$ cat src/hub75_pkg.sv
/*
 * Shared sizes, register map and enums for the HUB75 panel driver
 * Panel is 16 columns by 8 scan rows per bank, two banks, RGB, 4 bit planes
 * Framebuffer word is grouped by plane, bank 0 RGB in the low bits of each plane
 * Register offsets are bytes inside a 4 KiB AXI4-Lite window
 */
package hub75_pkg;

	// Panel geometry
	localparam int N_BANKS      = 2;
	localparam int N_ROWS       = 8;
	localparam int LOG_N_ROWS   = 3;
	localparam int N_COLS       = 16;
	localparam int LOG_N_COLS   = 4;
	localparam int N_CHANS      = 3;
	localparam int BITDEPTH     = 4;
	localparam int LOG_BITDEPTH = 2;

	// Pad data and framebuffer word widths
	localparam int SDW       = N_BANKS * N_CHANS;
	localparam int PIX_W     = SDW * BITDEPTH;
	localparam int FB_ADDR_W = LOG_N_ROWS + LOG_N_COLS;

	// BCM on time, plane p is unblanked for ON_BASE << p cycles
	localparam int ON_BASE = 8;
	// Wide enough to hold the on length of the top plane
	localparam int ON_W    = $clog2(ON_BASE << (BITDEPTH - 1)) + 1;

	// Bus widths and frame counter
	localparam int AXI_ADDR_W = 12;
	localparam int AXI_DATA_W = 32;
	localparam int FCNT_W     = 16;

	// Register map
	localparam logic [AXI_ADDR_W-1:0] REG_CTRL   = 12'h000;
	localparam logic [AXI_ADDR_W-1:0] REG_STATUS = 12'h004;
	localparam logic [AXI_ADDR_W-1:0] FB_BASE    = 12'h400;

	typedef enum logic [1:0] {
		RESP_OKAY   = 2'b00,
		RESP_SLVERR = 2'b10
	} resp_t;

	typedef enum logic [2:0] {
		ST_IDLE,
		ST_SHIFT,
		ST_BLANK,
		ST_LATCH,
		ST_ON,
		ST_NEXT
	} scan_state_t;

endpackage
$ cat src/hub75_top.sv
/*
 * HUB75 driver top, AXI4-Lite in, panel pads out
 * Pads lag the scan engine by one cycle, the shift clock by two
 * Single clock domain, bus and scan share clk
 */
`timescale 1ns/10ps

module hub75_top (
	input  logic                                clk,
	input  logic                                rst,
	// AXI4-Lite slave
	input  logic [hub75_pkg::AXI_ADDR_W-1:0]    awaddr,
	input  logic                                awvalid,
	output logic                                awready,
	input  logic [hub75_pkg::AXI_DATA_W-1:0]    wdata,
	input  logic [hub75_pkg::AXI_DATA_W/8-1:0]  wstrb,
	input  logic                                wvalid,
	output logic                                wready,
	output hub75_pkg::resp_t                    bresp,
	output logic                                bvalid,
	input  logic                                bready,
	input  logic [hub75_pkg::AXI_ADDR_W-1:0]    araddr,
	input  logic                                arvalid,
	output logic                                arready,
	output logic [hub75_pkg::AXI_DATA_W-1:0]    rdata,
	output hub75_pkg::resp_t                    rresp,
	output logic                                rvalid,
	input  logic                                rready,
	// Panel pads
	output logic [hub75_pkg::LOG_N_ROWS-1:0]    hub75_addr,
	output logic [hub75_pkg::SDW-1:0]           hub75_data,
	output logic                                hub75_clk,
	output logic                                hub75_le,
	output logic                                hub75_blank
);
	import hub75_pkg::*;

	// Control between bus slave and scan engine
	logic                  enable;
	logic                  frame_done;
	// Framebuffer ports
	logic                  fb_we;
	logic [FB_ADDR_W-1:0]  fb_waddr;
	logic [PIX_W-1:0]      fb_wdata;
	logic [FB_ADDR_W-1:0]  fb_raddr;
	logic [PIX_W-1:0]      fb_rdata;
	// Scan engine to PHY
	logic [LOG_N_ROWS-1:0] phy_addr;
	logic [SDW-1:0]        phy_data;
	logic                  phy_clk;
	logic                  phy_le;
	logic                  phy_blank;

	// Names match one to one on the slave, scan and PHY
	hub75_axil_regs i_regs (.*);

	hub75_framebuf i_framebuf (
		.clk   (clk),
		.we    (fb_we),
		.waddr (fb_waddr),
		.raddr (fb_raddr),
		.wdata (fb_wdata),
		.rdata (fb_rdata)
	);

	hub75_scan i_scan (.*);

	hub75_phy i_phy (.*);

endmodule

$ cat src/hub75_phy.sv
/*
 * Pad output stage, plain registers in place of the I/O cell flops
 * Address, data, latch and blank lag their inputs by one cycle
 * Shift clock lags by two, one extra stage so it rises after its data
 * Blank resets high so the panel stays dark out of reset
 */
`timescale 1ns/10ps

module hub75_phy (
	input  logic                             clk,
	input  logic                             rst,
	// From the scan engine
	input  logic [hub75_pkg::LOG_N_ROWS-1:0] phy_addr,
	input  logic [hub75_pkg::SDW-1:0]        phy_data,
	input  logic                             phy_clk,
	input  logic                             phy_le,
	input  logic                             phy_blank,
	// Pads
	output logic [hub75_pkg::LOG_N_ROWS-1:0] hub75_addr,
	output logic [hub75_pkg::SDW-1:0]        hub75_data,
	output logic                             hub75_clk,
	output logic                             hub75_le,
	output logic                             hub75_blank
);
	// Extra delay stage for the shift clock
	logic clk_dly;

	// Pad registers
	always_ff @(posedge clk or posedge rst) begin
		if (rst) begin
			hub75_addr  <= '0;
			hub75_data  <= '0;
			hub75_le    <= 1'b0;
			hub75_blank <= 1'b1;
		end else begin
			hub75_addr  <= phy_addr;
			hub75_data  <= phy_data;
			hub75_le    <= phy_le;
			hub75_blank <= phy_blank;
		end
	end

	// Shift clock, two stages
	always_ff @(posedge clk or posedge rst) begin
		if (rst) begin
			clk_dly   <= 1'b0;
			hub75_clk <= 1'b0;
		end else begin
			clk_dly   <= phy_clk;
			hub75_clk <= clk_dly;
		end
	end

endmodule

$ cat src/hub75_scan.sv
/*
 * BCM scan engine for a 16x8 two bank panel, planes 0 to 3 per row
 * Per plane: 16 columns at 2 cycles each, 2 blank, latch, 1 blank hold, on time
 * Blank is high everywhere except the on period
 * Disable is seen only at the end of a plane, the next start is row 0 plane 0
 */
`timescale 1ns/10ps

module hub75_scan (
	input  logic                             clk,
	input  logic                             rst,
	input  logic                             enable,
	output logic                             frame_done,
	// Framebuffer read port
	output logic [hub75_pkg::FB_ADDR_W-1:0]  fb_raddr,
	input  logic [hub75_pkg::PIX_W-1:0]      fb_rdata,
	// To the PHY
	output logic [hub75_pkg::LOG_N_ROWS-1:0] phy_addr,
	output logic [hub75_pkg::SDW-1:0]        phy_data,
	output logic                             phy_clk,
	output logic                             phy_le,
	output logic                             phy_blank
);
	import hub75_pkg::*;

	scan_state_t             state;
	logic [LOG_N_ROWS-1:0]   row;
	logic [LOG_N_ROWS-1:0]   row_nxt;
	logic [LOG_BITDEPTH-1:0] plane;
	logic [LOG_BITDEPTH-1:0] plane_nxt;
	logic [LOG_N_COLS-1:0]   col;
	logic [LOG_N_COLS-1:0]   col_rd;
	logic                    phase;
	logic [ON_W-1:0]         cnt;
	logic [ON_W-1:0]         on_len;
	logic                    last_col;
	logic                    last_plane;
	logic                    last_row;

	assign last_col   = col == LOG_N_COLS'(N_COLS - 1);
	assign last_plane = plane == LOG_BITDEPTH'(BITDEPTH - 1);
	assign last_row   = row == LOG_N_ROWS'(N_ROWS - 1);

	// Binary weighted on time
	assign on_len = ON_W'(ON_BASE) << plane;

	// Position after this plane, back to the top when disabled
	always_comb begin
		plane_nxt = plane + 1'b1;
		row_nxt   = row;
		if (last_plane) begin
			plane_nxt = '0;
			row_nxt   = last_row ? '0 : row + 1'b1;
		end
		if (!enable) begin
			plane_nxt = '0;
			row_nxt   = '0;
		end
	end

	// Read one cycle ahead
	// Clock high half already asks for the next column
	assign col_rd = phase ? col + 1'b1 : col;

	always_comb begin
		case (state)
			ST_SHIFT: fb_raddr = {row, col_rd};
			// Prefetch column 0 of the coming plane
			ST_NEXT:  fb_raddr = {row_nxt, LOG_N_COLS'(0)};
			default:  fb_raddr = {row, LOG_N_COLS'(0)};
		endcase
	end

	// Pad side strobes
	assign phy_clk    = (state == ST_SHIFT) && phase;
	assign phy_le     = (state == ST_LATCH) && (cnt == '0);
	assign phy_blank  = state != ST_ON;
	assign phy_data   = (state == ST_SHIFT) ? fb_rdata[plane*SDW +: SDW] : '0;
	assign frame_done = (state == ST_NEXT) && last_plane && last_row;

	always_ff @(posedge clk or posedge rst) begin
		if (rst) begin
			state    <= ST_IDLE;
			row      <= '0;
			plane    <= '0;
			col      <= '0;
			phase    <= 1'b0;
			cnt      <= '0;
			phy_addr <= '0;
		end else begin
			case (state)
				ST_IDLE: begin
					if (enable)
						state <= ST_SHIFT;
				end

				// Low half then high half of the shift clock
				ST_SHIFT: begin
					phase <= ~phase;
					if (phase) begin
						col <= col + 1'b1;
						if (last_col)
							state <= ST_BLANK;
					end
				end

				// Two blank cycles before the latch
				ST_BLANK: begin
					cnt <= cnt + 1'b1;
					if (cnt == ON_W'(1)) begin
						cnt      <= '0;
						phy_addr <= row;
						state    <= ST_LATCH;
					end
				end

				// Latch pulse, then one more blank cycle
				ST_LATCH: begin
					cnt <= cnt + 1'b1;
					if (cnt == ON_W'(1)) begin
						cnt   <= '0;
						state <= ST_ON;
					end
				end

				ST_ON: begin
					cnt <= cnt + 1'b1;
					if (cnt == on_len - 1'b1) begin
						cnt   <= '0;
						state <= ST_NEXT;
					end
				end

				// Advance plane and row, enable sampled here only
				ST_NEXT: begin
					plane <= plane_nxt;
					row   <= row_nxt;
					state <= enable ? ST_SHIFT : ST_IDLE;
				end

				default: state <= ST_IDLE;
			endcase
		end
	end

endmodule

$ cat src/hub75_framebuf.sv
/*
 * Framebuffer, one word per column of one row address for both banks
 * Simple dual port, read data registered, one cycle latency
 * No reset, contents undefined until written
 */
`timescale 1ns/10ps

module hub75_framebuf (
	input  logic                            clk,
	input  logic                            we,
	input  logic [hub75_pkg::FB_ADDR_W-1:0] waddr,
	input  logic [hub75_pkg::FB_ADDR_W-1:0] raddr,
	input  logic [hub75_pkg::PIX_W-1:0]     wdata,
	output logic [hub75_pkg::PIX_W-1:0]     rdata
);
	import hub75_pkg::*;

	// Row major, address is row * N_COLS + column
	logic [PIX_W-1:0] mem [0:N_ROWS*N_COLS-1];

	// Bus side write
	always_ff @(posedge clk) begin
		if (we)
			mem[waddr] <= wdata;
	end

	// Scan side read, old data on a same address collision
	always_ff @(posedge clk) begin
		rdata <= mem[raddr];
	end

endmodule

$ cat src/hub75_axil_regs.sv
/*
 * AXI4-Lite slave for the panel driver
 * One write and one read in flight at most, no new accept while a response waits
 * wstrb is ignored, every write covers the full word
 * Framebuffer window is write only, reads there return zero with OKAY
 */
`timescale 1ns/10ps

module hub75_axil_regs (
	input  logic                                clk,
	input  logic                                rst,
	// Write address and data
	input  logic [hub75_pkg::AXI_ADDR_W-1:0]    awaddr,
	input  logic                                awvalid,
	output logic                                awready,
	input  logic [hub75_pkg::AXI_DATA_W-1:0]    wdata,
	input  logic [hub75_pkg::AXI_DATA_W/8-1:0]  wstrb,
	input  logic                                wvalid,
	output logic                                wready,
	// Write response
	output hub75_pkg::resp_t                    bresp,
	output logic                                bvalid,
	input  logic                                bready,
	// Read address and data
	input  logic [hub75_pkg::AXI_ADDR_W-1:0]    araddr,
	input  logic                                arvalid,
	output logic                                arready,
	output logic [hub75_pkg::AXI_DATA_W-1:0]    rdata,
	output hub75_pkg::resp_t                    rresp,
	output logic                                rvalid,
	input  logic                                rready,
	// Scan engine side
	output logic                                enable,
	input  logic                                frame_done,
	// Framebuffer write port
	output logic                                fb_we,
	output logic [hub75_pkg::FB_ADDR_W-1:0]     fb_waddr,
	output logic [hub75_pkg::PIX_W-1:0]         fb_wdata
);
	import hub75_pkg::*;

	logic                  wr_hs;
	logic                  rd_hs;
	logic                  aw_ctrl;
	logic                  aw_fb;
	logic [AXI_DATA_W-1:0] rd_data;
	resp_t                 rd_resp;
	logic [FCNT_W-1:0]     frame_cnt;

	// Word aligned hit in the framebuffer window
	function automatic logic in_fb(input logic [AXI_ADDR_W-1:0] addr);
		return (addr[AXI_ADDR_W-1:FB_ADDR_W+2] == FB_BASE[AXI_ADDR_W-1:FB_ADDR_W+2]) &&
			(addr[1:0] == 2'b00);
	endfunction

	// Ready pulses last one cycle, so these are the accept cycles
	assign wr_hs = awready && awvalid && wvalid;
	assign rd_hs = arready && arvalid;

	assign aw_ctrl = awaddr == REG_CTRL;
	assign aw_fb   = in_fb(awaddr);

	// Read decode
	always_comb begin
		rd_data = '0;
		rd_resp = RESP_OKAY;
		if (araddr == REG_CTRL) begin
			rd_data[0] = enable;
		end else if (araddr == REG_STATUS) begin
			rd_data[FCNT_W-1:0] = frame_cnt;
		end else if (!in_fb(araddr)) begin
			rd_resp = RESP_SLVERR;
		end
	end

	// Handshake and control state
	always_ff @(posedge clk or posedge rst) begin
		if (rst) begin
			awready <= 1'b0;
			wready  <= 1'b0;
			bvalid  <= 1'b0;
			arready <= 1'b0;
			rvalid  <= 1'b0;
			enable  <= 1'b0;
			fb_we   <= 1'b0;
		end else begin
			awready <= 1'b0;
			wready  <= 1'b0;
			arready <= 1'b0;
			fb_we   <= 1'b0;

			// Accept address and data together, held off by a pending response
			if (!awready && awvalid && wvalid && !bvalid) begin
				awready <= 1'b1;
				wready  <= 1'b1;
			end
			if (wr_hs) begin
				bvalid <= 1'b1;
				if (aw_ctrl)
					enable <= wdata[0];
				else if (aw_fb)
					fb_we <= 1'b1;
			end else if (bready) begin
				bvalid <= 1'b0;
			end

			// Read side, same rule against rvalid
			if (!arready && arvalid && !rvalid)
				arready <= 1'b1;
			if (rd_hs)
				rvalid <= 1'b1;
			else if (rready)
				rvalid <= 1'b0;
		end
	end

	// Response and write payload, held until the next accept
	always_ff @(posedge clk) begin
		if (wr_hs) begin
			bresp    <= (aw_ctrl || aw_fb) ? RESP_OKAY : RESP_SLVERR;
			fb_waddr <= awaddr[FB_ADDR_W+1:2];
			fb_wdata <= wdata[PIX_W-1:0];
		end
		if (rd_hs) begin
			rdata <= rd_data;
			rresp <= rd_resp;
		end
	end

	// Completed frames, wraps at 16 bits
	always_ff @(posedge clk or posedge rst) begin
		if (rst)
			frame_cnt <= '0;
		else if (frame_done)
			frame_cnt <= frame_cnt + 1'b1;
	end

endmodule

$ cat config.mk
export PLATFORM = sky130hd
export DESIGN_NAME = hub75_top
export DESIGN_NICKNAME = d
export VERILOG_FILES = /design/src/hub75_pkg.sv /design/src/hub75_top.sv /design/src/hub75_phy.sv /design/src/hub75_scan.sv /design/src/hub75_framebuf.sv /design/src/hub75_axil_regs.sv
export SDC_FILE = /design/constraint.sdc
export NUM_CORES = 2
export LEC_CHECK = 0
export BUFFER_PORTS_ARGS = -buffer_cell sky130_fd_sc_hd__buf_2
export CELL_PAD_IN_SITES_DETAIL_PLACEMENT = 0
export CELL_PAD_IN_SITES_GLOBAL_PLACEMENT = 1
export CORE_MARGIN = 8
export CORE_UTILIZATION = 50
export DETAILED_ROUTE_END_ITERATION = 16
export PLACE_DENSITY = 0.67
export SLEW_MARGIN = 15
export SYNTH_ARGS = -nofsm -noshare
export SYNTH_HDL_FRONTEND = slang
export SYNTH_HIERARCHICAL = 1
export SYNTH_SLANG_ARGS = --single-unit
export TNS_END_PERCENT = 30
$ cat constraint.sdc
create_clock -name clk -period 10.5 [get_ports clk]
set_input_delay 2.1 -clock clk [delete_from_list [all_inputs] [get_ports clk]]
set_output_delay 2.1 -clock clk [all_outputs]
set_load 0.01 [all_outputs]
# --- Yosys cells after proc, flatten, opt, wreduce, memory -nomap -nowiden ---
# Memories as Yosys holds them, arrays and structs flattened. A register that Yosys moved wholly into a read port is not among the register bits.
# Cells that the tools add are included.
classes:
  mul: 1
  addsub: 6
  bitwise: 2
  n_reduce_logical: 34
  shift: 2
  mux: 34
  n_eq_ne: 20
op_table:
  columns: ["cell", "count"]
  rows:
  - ["$pmux 7 s2", 2]
  - ["$mux 3", 9]
  - ["$logic_not 12->1", 2]
  - ["$shiftx 24x6->6", 1]
  - ["$pmux 3 s6", 1]
  - ["$add 16x1->16 const B", 1]
  - ["$logic_and 1x1->1", 14]
  - ["$mux 1", 14]
  - ["$mux 7", 2]
  - ["$eq 12x3->1 const B", 1]
  - ["$eq 3x2->1 const B", 4]
  - ["$eq 3x3->1 const B", 3]
  - ["$mux 2", 4]
  - ["$ne 2x1->1 const B", 4]
  - ["$add 7x1->7 const B", 1]
  - ["$eq 7x1->1 const B", 1]
  - ["$eq 7x7->1", 1]
  - ["$logic_not 7->1", 1]
  - ["$shl 4x2->7 const A", 1]
  - ["$sub 7x1->7 const B", 1]
  - ["$mux 6", 1]
  - ["$reduce_and 6->1", 1]
  - ["$reduce_bool 2->1", 3]
  - ["$reduce_or 2->1", 3]
  - ["other kinds (16)", 23]
word_totals:
  ram_bits: 3072
  input_bits: 67
  ff_bits: 109
  output_inout_bits: 53
  n_memories: 1
  elab_cells: 126
memory_table:
  columns: ["name", "depth", "width", "read_ports", "rd_clocked_by_memory_dff", "write_ports", "line_no", "text"]
  rows:
  - ["i_framebuf.mem", 128, 24, 1, 1, 1, "hub75_framebuf.sv:19", "logic [PIX_W-1:0] mem [0:N_ROWS*N_COLS-1];"]

# --- Depth between registers and ports, before layout ---
depth:
  ltp_word: 5
  ltp_mapped: 12
  ltp_nobuf: 8

# --- By module ---
# The synthesis kept the hierarchy.
modules_own_cells:
  columns: ["module", "area_per_inst_um2", "instances", "seq_area_each_um2", "cells_per_inst"]
  rows:
  - ["hub75_framebuf", 117381.3, 1, 92728.9, 4538]
  - ["hub75_axil_regs", 2743.9, 1, 2021.9, 173]
  - ["hub75_scan", 1636.6, 1, 575.6, 162]
  - ["hub75_phy", 330.3, 1, 326.6, 14]

# --- Worst setup path after synthesis ---
# OpenSTA, ideal clock, no wires.
synth_path:
  kind: "register to register"
  from: "register i_scan.state[2]"
  to: "register i_framebuf/rdata[10] (netlist bit) (read register of i_framebuf.mem)"
  arrival_ns: 3.523
  stages_incl_launch_ff: 12
  n_path_buf: 3
  period_less_slack_ns: 3.643
  setup_time_ns: 0.121
  path_slack_ns: 6.857
  required_time_ns: 10.379
  cell_sequence: "dfrtp_1 -> inv_1 -> nand2_1 -> or2_2 -> nor2_1 -> clkbuf_1 -> clkbuf_1 -> buf_1 -> mux4_2 -> mux4_2 -> mux4_2 -> mux2_2"
synth_via:
  elab_chain_cells: 2
  elab_cells_between_ends: 3
  cone_classes: "2 x eq/ne; 1 x mux"
synth_lines:
  columns: ["element", "line_no", "text"]
  rows:
  - ["start: declaration", "hub75_scan.sv:26", "scan_state_t state;"]
  - ["start signal: assignment", "hub75_scan.sv:138", "state <= enable ? ST_SHIFT : ST_IDLE;"]
  - ["$eq 3x3->1 or $eq 3x1->1 (tied branches)", "hub75_scan.sv:66", "case (state)"]
  - ["$pmux 7 s2 *", "hub75_scan.sv:66", null]
  - ["named net fb_raddr[2]", "hub75_top.sv:45", "logic [FB_ADDR_W-1:0] fb_raddr;"]
  - ["end: declaration", "hub75_framebuf.sv:14", "output logic [hub75_pkg::PIX_W-1:0] rdata"]
# The timed path passes the listed nets; every way through them passes the cells marked *.
# A chain may end at the register's enable or synchronous reset.

# --- Final worst setup path ---
layout_path:
  from: "register i_scan.state[0]"
  to: "register i_framebuf/rdata[17] (netlist bit) (read register of i_framebuf.mem)"
# The elaborated chain is that of the path after synthesis.

==> reports/metrics.cfg <==
[run_status]
status=finished clean

[power]
powerDensity_mw_per_mm2=183.9
ir_worst_vdd_v=0.0001420
p_leak_uw=0.04115

[worst_setup_path]
slowest_delay_ns=0.75
crit_top_cell=mux4_2
arrival_ns=6.10
worst_path_dominant_cell_family=multiplexers
worst-path-max-fanout=88
crit_required_ns=11.31
criticalPathCategory=reg2reg
critPathBufInv=2
rr_worst_depth=9
slowest_stage=buf_4
cp-start-kind=register
cp.depth=9
worstSetupEndpointType=register
crit_chain=nand2_1 > or2_2 > nor2_4 > buf_12 > buf_4 > mux4_2 > mux4_2 > mux4_2 > mux2_2

[logic_synthesis]
synth_area_leaders=edfxtp_1 (77%), mux4_2 (19%), dfrtp_1 (1.2%)
async_flop_share=0.01811
synth_area_mm2=0.1221
synth_common_cells=edfxtp_1 (3121), mux4_2 (1014), clkbuf_1 (154)
synth_warnings=6
yosysUniqueCellTypes=54
ys.flop_type=edfxtp_1
yosys.area.top_type_share=0.7676
synthCells=4887
yosysTopAreaCell=edfxtp_1
avgSynthCellArea_um2=24.98
seq_area_frac_synth=0.7834
synth_edf_count=3121
ys_ff_latch=3203
synth_most_common_cell=edfxtp_1

[clock_network]
clock_path_buffers=4
clock_latency_ns=0.95
cts_sinks=3203
h-tree-depth=5
cts_resized=0
cts-buffers-inserted=342
clkTransAtPathRegs_ns=0.06
cts_setup_buffers=0
cts_tree=yes
cts_hold_buf=0
ctsRootBufferMaster=clkbuf_16

[drt]
route.met3.wl_mm=26.58
final_antenna_net_count=0
wl_mm=299.2
routedWlPerCell_um=34.53
drtIter0Drc=7007
vias_per_cell=6.323
maxUsedRoutingLayer=met5
via_count=54783
drt-met1-wl_mm=122.4
met2_wirelength_mm=142.7
drc=0
drtPass1Iterations=5

[worst_hold_path]
hold_depth=0
hold_class=reg2reg

[global_route]
grt_max_degree=108
grt_pass1_wl_mm=421.3
grt_use_total=0.2299
grt_pass1_vias=55610
gr-total-overflow=0
antenna_found_initial=26

[run]
max_cap_viol_count=0

[floorplan]
fp.dieW_um=510.2
die_h_um=510.2
rows=181
io_pins=120
core_area_mm2=0.2430
initial_core_util=0.5024
fp.dieArea_mm2=0.2603

[timing]
skew_ns=0.05279
fmax_mhz=189.1
worst-slew-pin-transition_ns=1.239
slew-limit-headroom=0.1721
setup_viol=0
hold_viol=0
setup_tns_ns=0
rsz0062_at_grt=no
period_share=0.5036
period_needed_ns=5.288
report.final.slew_viol_count=0

[placement]
io_buffer_count=89
hpwl_mm=158.2
place_congestion=0.8028

[layout]
final_util=0.5680
drive_above_1_share=0.3399
nets=5270
syn2layout_area_growth_pct=13.06

-- through the flow --
step	total power [uW]	instance area, um2	setup slack, ns	cells	hold slack (ns)
after detailed placement	14280	127500	5.196	8049	0.3358
after CTS	25580	138000	5.131	8650	0.3508
final	25380	138000	5.212	8664	0.3471
after global placement	14280	127500	5.192	8049	0.3341
after floorplan	14220	122200	6.857	4904	0.3312
after global routing	26070	138000	4.910	8652	0.3701
-- layout by cell type, fill, tap and decap left out, types with 5 or more instances in the layout --
master	n
clkbuf_16	348
conb_1	18
bufinv_16	24
nand2_1	23
dfxtp_1	24
mux4_2	1014
nand3_2	5
xnor2_1	15
xor2_1	13
edfxtp_1	3121
nor2b_1	7
nor3_2	11
clkbuf_1	88
o21ai_0	9
ha_1	11
nand4_1	12
buf_4	107
and3_1	11
dfrtp_1	57
inv_1	14
buf_12	14
mux2_2	31
nor2_4	121
nor3_1	8
clkinv_2	50
and2_1	23
nand3_1	24
buf_2	89
clkinv_1	76
diode_2	13
inv_6	8
nor2_1	15
-- routing by layer --
metal  vias up  GRT usage
met1     30165     0.3349
li1      21810          -
met4         4    0.05927
met2      2430     0.3620
met5         -          0
met3       374    0.04691
-- cell families after synthesis --
kind of cell / Yosys count / synth area share
adders and majority gates: 12 / 0.001209
xor gates and xnor gates: 28 / 0.002009
buffers and inverters: 283 / 0.01008
muxes: 1050 / 0.1904
and+or+nand+nor: 287 / 0.01155
DFF: 3203 / 0.7834
AOI/OAI and AO/OA: 23 / 0.001301
other: 1 / 0.00003071
-- flip-flops by register name, indices dropped and copies added, names as in the netlist, 2 cells and up --
signal,cells
i_regs/fb_waddr,7
i_scan/state,3
i_phy/hub75_data,6
i_regs/frame_cnt,16
i_regs/rdata,16
i_scan/plane,2
i_scan/row,3
i_scan/cnt,7
i_phy/hub75_addr,3
i_regs/fb_wdata,24
i_scan/col,4
i_scan/phy_addr,3
i_framebuf/mem,3072
i_framebuf/rdata,24
-- layout make-up --
type,instances,area (um2)
Fill cell,17346,105000
Timing Repair Buffer,211,1556
Antenna cell,13,32.53
Tap cell,3202,4006
Multi-Input combinational cell,1418,26280
Inverter,16,60.06
Sequential cell,3203,95650
Clock inverter,165,1406
Clock buffer,436,9039
-- final timing paths --
| path | startpoint | endpoint | slack [ns] |
|---|---|---|---|
| worst max-delay path | i_scan/state[0] | i_framebuf/rdata[17] | 5.21 |
| worst min-delay path | i_phy/clk_dly | i_phy/hub75_clk | 0.35 |
| worst max register to register | i_scan/state[0] | i_framebuf/rdata[17] | 5.21 |
| worst min register to register | i_phy/clk_dly | i_phy/hub75_clk | 0.35 |
| max in group asynchronous | rst | i_scan/cnt[0] | 8.56 |
| min in group asynchronous | rst | i_regs/frame_cnt[0] | 1.27 |
-- where the power goes --
group          switching (uW)  internal [uW]
Combinational            97.8           28.1
Sequential               6.27          13900
Clock                    4720           6650
Note: power is estimated with default switching activity, not from simulation.
